**config.mk**
```make
export PLATFORM = sky130hd
export DESIGN_NAME = operand_bank
export DESIGN_NICKNAME = d
export VERILOG_FILES = /design/src/mat_pkg.sv /design/src/operand_bank.sv
export SDC_FILE = /design/constraint.sdc
export NUM_CORES = 2
export LEC_CHECK = 0
export ABC_AREA = 1
export BUFFER_PORTS_ARGS = -buffer_cell sky130_fd_sc_hd__buf_2
export CORE_AREA = 2 2 763 765
export DETAILED_ROUTE_END_ITERATION = 12
export DIE_AREA = 0 0 765 767
export MAX_ROUTING_LAYER = met4
export PLACE_DENSITY_LB_ADDON = 0.25
export RECOVER_POWER = 100
export SYNTH_ARGS = -nofsm -noshare
export SYNTH_HDL_FRONTEND = slang
export SYNTH_SLANG_ARGS = --single-unit
export TNS_END_PERCENT = 50
```
**constraint.sdc**
```tcl
create_clock -name i -period 74.7 [get_ports i]
set_input_delay 3.735 -clock i [delete_from_list [all_inputs] [get_ports i]]
set_output_delay 3.735 -clock i [all_outputs]
set_load 0.01 [all_outputs]
```
**src/mat_pkg.sv**
```systemverilog
// shared element and mode types for the matrix engine
// elements are unsigned integers
// products and sums keep only the low elem_w bits
package mat_pkg;

	localparam int elem_w = 27; // element and product width

	// one matrix element or one product term
	typedef logic [elem_w-1:0] elem_t;

	// arithmetic mode, latched by the engine at start
	typedef enum logic {
		par_mode, // element-wise products
		mat_mode  // accumulated outer products, a times b
	} mode_t;

	// operand matrix targeted by a load
	typedef enum logic {
		sel_a,
		sel_b
	} bank_sel_t;

endpackage

```
**src/operand_bank.sv**
```systemverilog
// live a and b matrices loaded one element per write, plus the snapshot
// copy that feeds the engine
// a load in the start cycle goes to the live store only
// out-of-range row or column addresses are dropped
// nothing changes state while en is low
`timescale 1ns/1ps

module operand_bank #(
	parameter int n = 6,
	localparam int aw = (n > 1) ? $clog2(n) : 1
) (
	input logic i,
	input logic reset,
	input logic en,
	input logic load_we,
	input mat_pkg::bank_sel_t load_sel,
	input logic [aw-1:0] load_row,
	input logic [aw-1:0] load_col,
	input mat_pkg::elem_t load_data,
	input logic start,
	output mat_pkg::elem_t [n-1:0][n-1:0] op_a,
	output mat_pkg::elem_t [n-1:0][n-1:0] op_b,
	output logic go
);

	mat_pkg::elem_t [n-1:0][n-1:0] live_a;
	mat_pkg::elem_t [n-1:0][n-1:0] live_b;
	logic in_range;

	assign in_range = (int'(load_row) < n) && (int'(load_col) < n);

	// element writes into the live store
	always_ff @(posedge i) begin
		if (en && load_we && in_range) begin
			case (load_sel)
				mat_pkg::sel_a: live_a[load_row][load_col] <= load_data;
				mat_pkg::sel_b: live_b[load_row][load_col] <= load_data;
			endcase
		end
	end

	// snapshot takes the pre-write contents on start
	always_ff @(posedge i) begin
		if (en && start) begin
			op_a <= live_a;
			op_b <= live_b;
		end
	end

	always_ff @(posedge i) begin
		if (reset) begin
			go <= 1'b0;
		end else if (en) begin
			go <= start; // one enabled cycle, aligned with the snapshot
		end
	end

endmodule

```
**Yosys cells after proc, flatten, opt, wreduce, memory -nomap -nowiden**

Cells that the tools add are included.

- Register bits: 3889
- Output and inout bits: 1945
- Input port bits: 39

- Order comparisons: 6
- Reduce and logical (&&, ||, !) cells: 8
- Bitwise gates (word level): 1
- Mux-type cells: 6

Operator list:

| kind | number |
|---|---|
| 972-bit bitwise mux | 2 |
| 162-bit demux with 3-bit select | 1 |
| 162-bit 2-to-1 mux | 1 |
| 27-bit demux with 3-bit select | 1 |
| 27-bit 2-to-1 mux | 1 |
| 3-bit by 4-bit less-than comparator with 1-bit output, second input constant | 2 |
| 3-bit by 1-bit >= comparator with 1-bit output, second input constant | 2 |
| 1-bit logical AND | 6 |
| 3-bit less-than comparator, second input constant | 2 |
| 2-bit AND reduction | 2 |
| 1-bit NOT | 1 |

**Logic depth before layout (Yosys ltp)**

- Depth in word-level cells: 7
- Gate-level depth with buffers: 5

**Worst setup path after synthesis**

OpenSTA, ideal clock, no wires.

- Path type: in2reg
- From: input port en
- To: register op_a[0] in the netlist's numbering (enable)
- Arrival time: 41.139 ns
- Buffers on the path: 0
- Required time: 72.430 ns
- Stages on the path: 2
- Slack: 31.291 ns
- Cell sequence: nand2_1 inv_1

- Word-level cells in the longest chain between the ends: 1

RTL lines:

| element | line | text |
|---|---|---|
| from (decl) | operand_bank.sv:14 | `input logic en,` |
| 1-bit logical AND | operand_bank.sv:44 | `if (en && start) begin` |
| to (signal assigned) | operand_bank.sv:45 | `op_a <= live_a;` |
| to (decl) | operand_bank.sv:21 | `output mat_pkg::elem_t [n-1:0][n-1:0] op_a,` |

No other way between the ends.
A chain may end at the register's enable or synchronous reset.

**Worst setup path after layout**

- From: input port en
- To: register op_b[297] in the netlist's numbering (enable)

- Word-level cells in the longest chain between the ends: 1

RTL lines:

| element | line | text |
|---|---|---|
| 1-bit logical AND | operand_bank.sv:44 |  |
| to (signal assigned) | operand_bank.sv:46 | `op_b <= live_b;` |
| to (decl) | operand_bank.sv:22 | `output mat_pkg::elem_t [n-1:0][n-1:0] op_b,` |

No other way between the ends.

==> results_dict.tcl <==
set metrics [dict create \
    status "finished with violations" \
    violations "capacitance limit, slew limit" \
    synth_area_per_cell_um2 29.1 \
    crit_chain "clkbuf_1 -> nand2_1 -> clkinvlp_2 -> clkbuf_1 -> clkbuf_1 -> clkbuf_1 -> clkbuf_1 -> clkbuf_1" \
    synth_top_family_by_area "simple AND/OR/NAND/NOR gates" \
    grt_antenna_before_repair 86 \
    cts_tree "built" \
    synth_compound_area_share_pct 0.00426 \
    finalSetupViolCount 0 \
    routed_wl_um 406000 \
    wire_per_inst_um 27.6 \
    cts_setup_buffers 0 \
    clkSinkCount 3889 \
    dr.pass1.iters 6 \
    ys_seq_area_share_pct 99.5 \
    ctsHoldBuffers 0 \
    min_path_type "reg2reg" \
    finalCritPeriodShare_pct 29.2 \
    end_kind "flop" \
    hold_violations 0 \
    synth_area_um2 117000 \
    htreeDepth 5 \
    whs_path_depth 0 \
    synthSimpleGateAreaFrac_pct 0.455 \
    fmax_mhz 45.9 \
    drt-initial-drc-count 5852 \
    slowest_stage "clkbuf_1" \
    stdcell_area_um2 148000 \
    synth_fa_ha_area_share_pct 0 \
    syn-num-nets 4078 \
    tightest_slew_ns 8.22 \
    grt_use_total_pct 13.5 \
    synth.area.mux_share_pct 0 \
    critPathLaunchType "primary input" \
    tns_ns 0 \
    place.gp.congestion 0.789 \
    pin_count 1984 \
    post-dp-hpwl_um 266000 \
    nets 6592 \
    cts_inserted_buffers 399 \
    grt_setup_unrepaired "no" \
    synth-seq-cells 3889 \
    timing.hold.ws_ns 0.369 \
    grt_max_degree 142 \
    grt_pass1_wl_um 517000 \
    slew_headroom_pct -448 \
    cts.clk_slew.worst_paths_ns 0.06 \
    insertion_delay_ns 0.97 \
    netlist_instances 4039 \
    die_x_um 765 \
    p_per_area_nw_per_um2 30.4 \
    core_um2 579000 \
    ys_types 9 \
    gr-total-overflow 0 \
    rows 280 \
    die-area_um2 587000 \
    io_buffers 1983 \
    antenna_left 0 \
    placed_area_um2 139000 \
    worst_path_most_repeated_cell "clkbuf_1" \
    clock_path_buffers 4 \
    slowest_delay_ns 5.82 \
    cp.arrival_ns 22.29 \
    ys_warn_count 0 \
    vias 52900 \
    worstPathMaxFanout 136 \
    finClkSkew_ns 0.0771 \
    cts_root_buf "clkbuf_16" \
    path_class "in2reg" \
    vias_per_cell 3.60 \
    initial_utilization_pct 20.3 \
    drive_gt1_share_pct 9.02 \
    ctsResizeCount 0 \
    drv_slew 6077 \
    maxCapViolations 187 \
    drc_errors 0 \
    critPathRequiredTime_ns 75.19 \
    die_h_um 767 \
    worst-r2r-cell-count 2 \
    syn_to_final_growth_pct 26.4 \
    p_leak_nw 44.7 \
    post_synth_xor_area_fraction_pct 0 \
    grt_pass1_vias 52500 \
    ir_worst_vdd_uv 20.3 \
    final.min_clock_period_ns 21.80 \
]
-- critical path: cells and delay by family --
kind / cells / cell delay [ns]
buffers and inverters: 7 / 17.86
AND/OR/NAND/NOR: 1 / 0.20
-- cell type report --
cell class / count / area (um2)
flip-flops and latches: 3889 / 117000
multi-input cells: 134 / 669
fillers: 59200 / 431000
well taps: 7755 / 9700
clock buffers: 476 / 10400
clock inverters: 257 / 2670
repair buffers: 2119 / 8000
inverters: 10 / 38.8
diodes: 62 / 155
-- cell families after synthesis --
family                 after synthesis
flip-flops                        3889
AO/OA/AOI/OAI                        1
buffers and inverters               16
AND/OR/NAND/NOR                    133
-- registers in the layout, summed over array words and instances, names as in the netlist --
signal  cells
live_b    972
op_a      972
op_b      972
live_a    972
go          1
-- worst paths after layout --
check,startpoint,to,slack (ns)
hold / removal,live_a[850]$_DFFE_PP_,op_a[850]$_DFFE_PP_,0.37
hold reg to reg,live_a[850]$_DFFE_PP_,op_a[850]$_DFFE_PP_,0.37
setup reg to reg,go$_SDFFE_PP0P_,go$_SDFFE_PP0P_,73.60
setup / recovery,en,op_b[297]$_DFFE_PP_,52.90
-- where the power goes --
part / internal (mW) / switching (mW)
sequential: 2.42 / 0.00633
combinational: 0.00726 / 0.0923
clock: 1.12 / 0.862
total: 3.55 / 0.960
-- per-stage QoR --
stage | setup slack (ns) | total power, mW | cells | util [%]
3_5_place_dp | 65.49 | 2.58 | 13900 | 24.0
6_report | 52.90 | 4.51 | 14700 | 25.6
4_1_cts | 66.58 | 4.58 | 14600 | 26.2
5_1_grt | 51.37 | 4.65 | 14700 | 25.6
3_3_place_gp | 65.63 | 2.58 | 13900 | 24.0
2_1_floorplan | 31.29 | 2.58 | 4039 | -
-- per-layer routing --
metal / global-route usage (%) / vias up / part of all wire (%)
met1: 16.2 / 27700 / 39
li1: - / 21600 / -
met3: 5.13 / 557 / 11
met4: 3.21 / 0 / 2.9
met5: - / - / 0
met2: 21.5 / 2944 / 47
-- cells in the final DEF, fill, tap and decap left out, drive strengths merged --
cell type / n
nor2: 84
clkinv: 181
buf: 20
dfxtp: 1
edfxtp: 3888
clkbuf: 2575
nand2: 47
nand4: 2
inv: 30
a21oi: 1
clkinvlp: 20
diode: 62
bufinv: 36
-- Yosys cell counts --
master / n / area share, %
a21oi_1: 1 / 0.0043
buf_6: 6 / 0.058
dfxtp_1: 1 / 0.017
edfxtp_1: 3888 / 99
inv_1: 9 / 0.029
inv_2: 1 / 0.0032
nand2_1: 47 / 0.15
nand4_4: 2 / 0.036
nor2_1: 84 / 0.27
No activity file was read; power rests on OpenSTA's default activity.
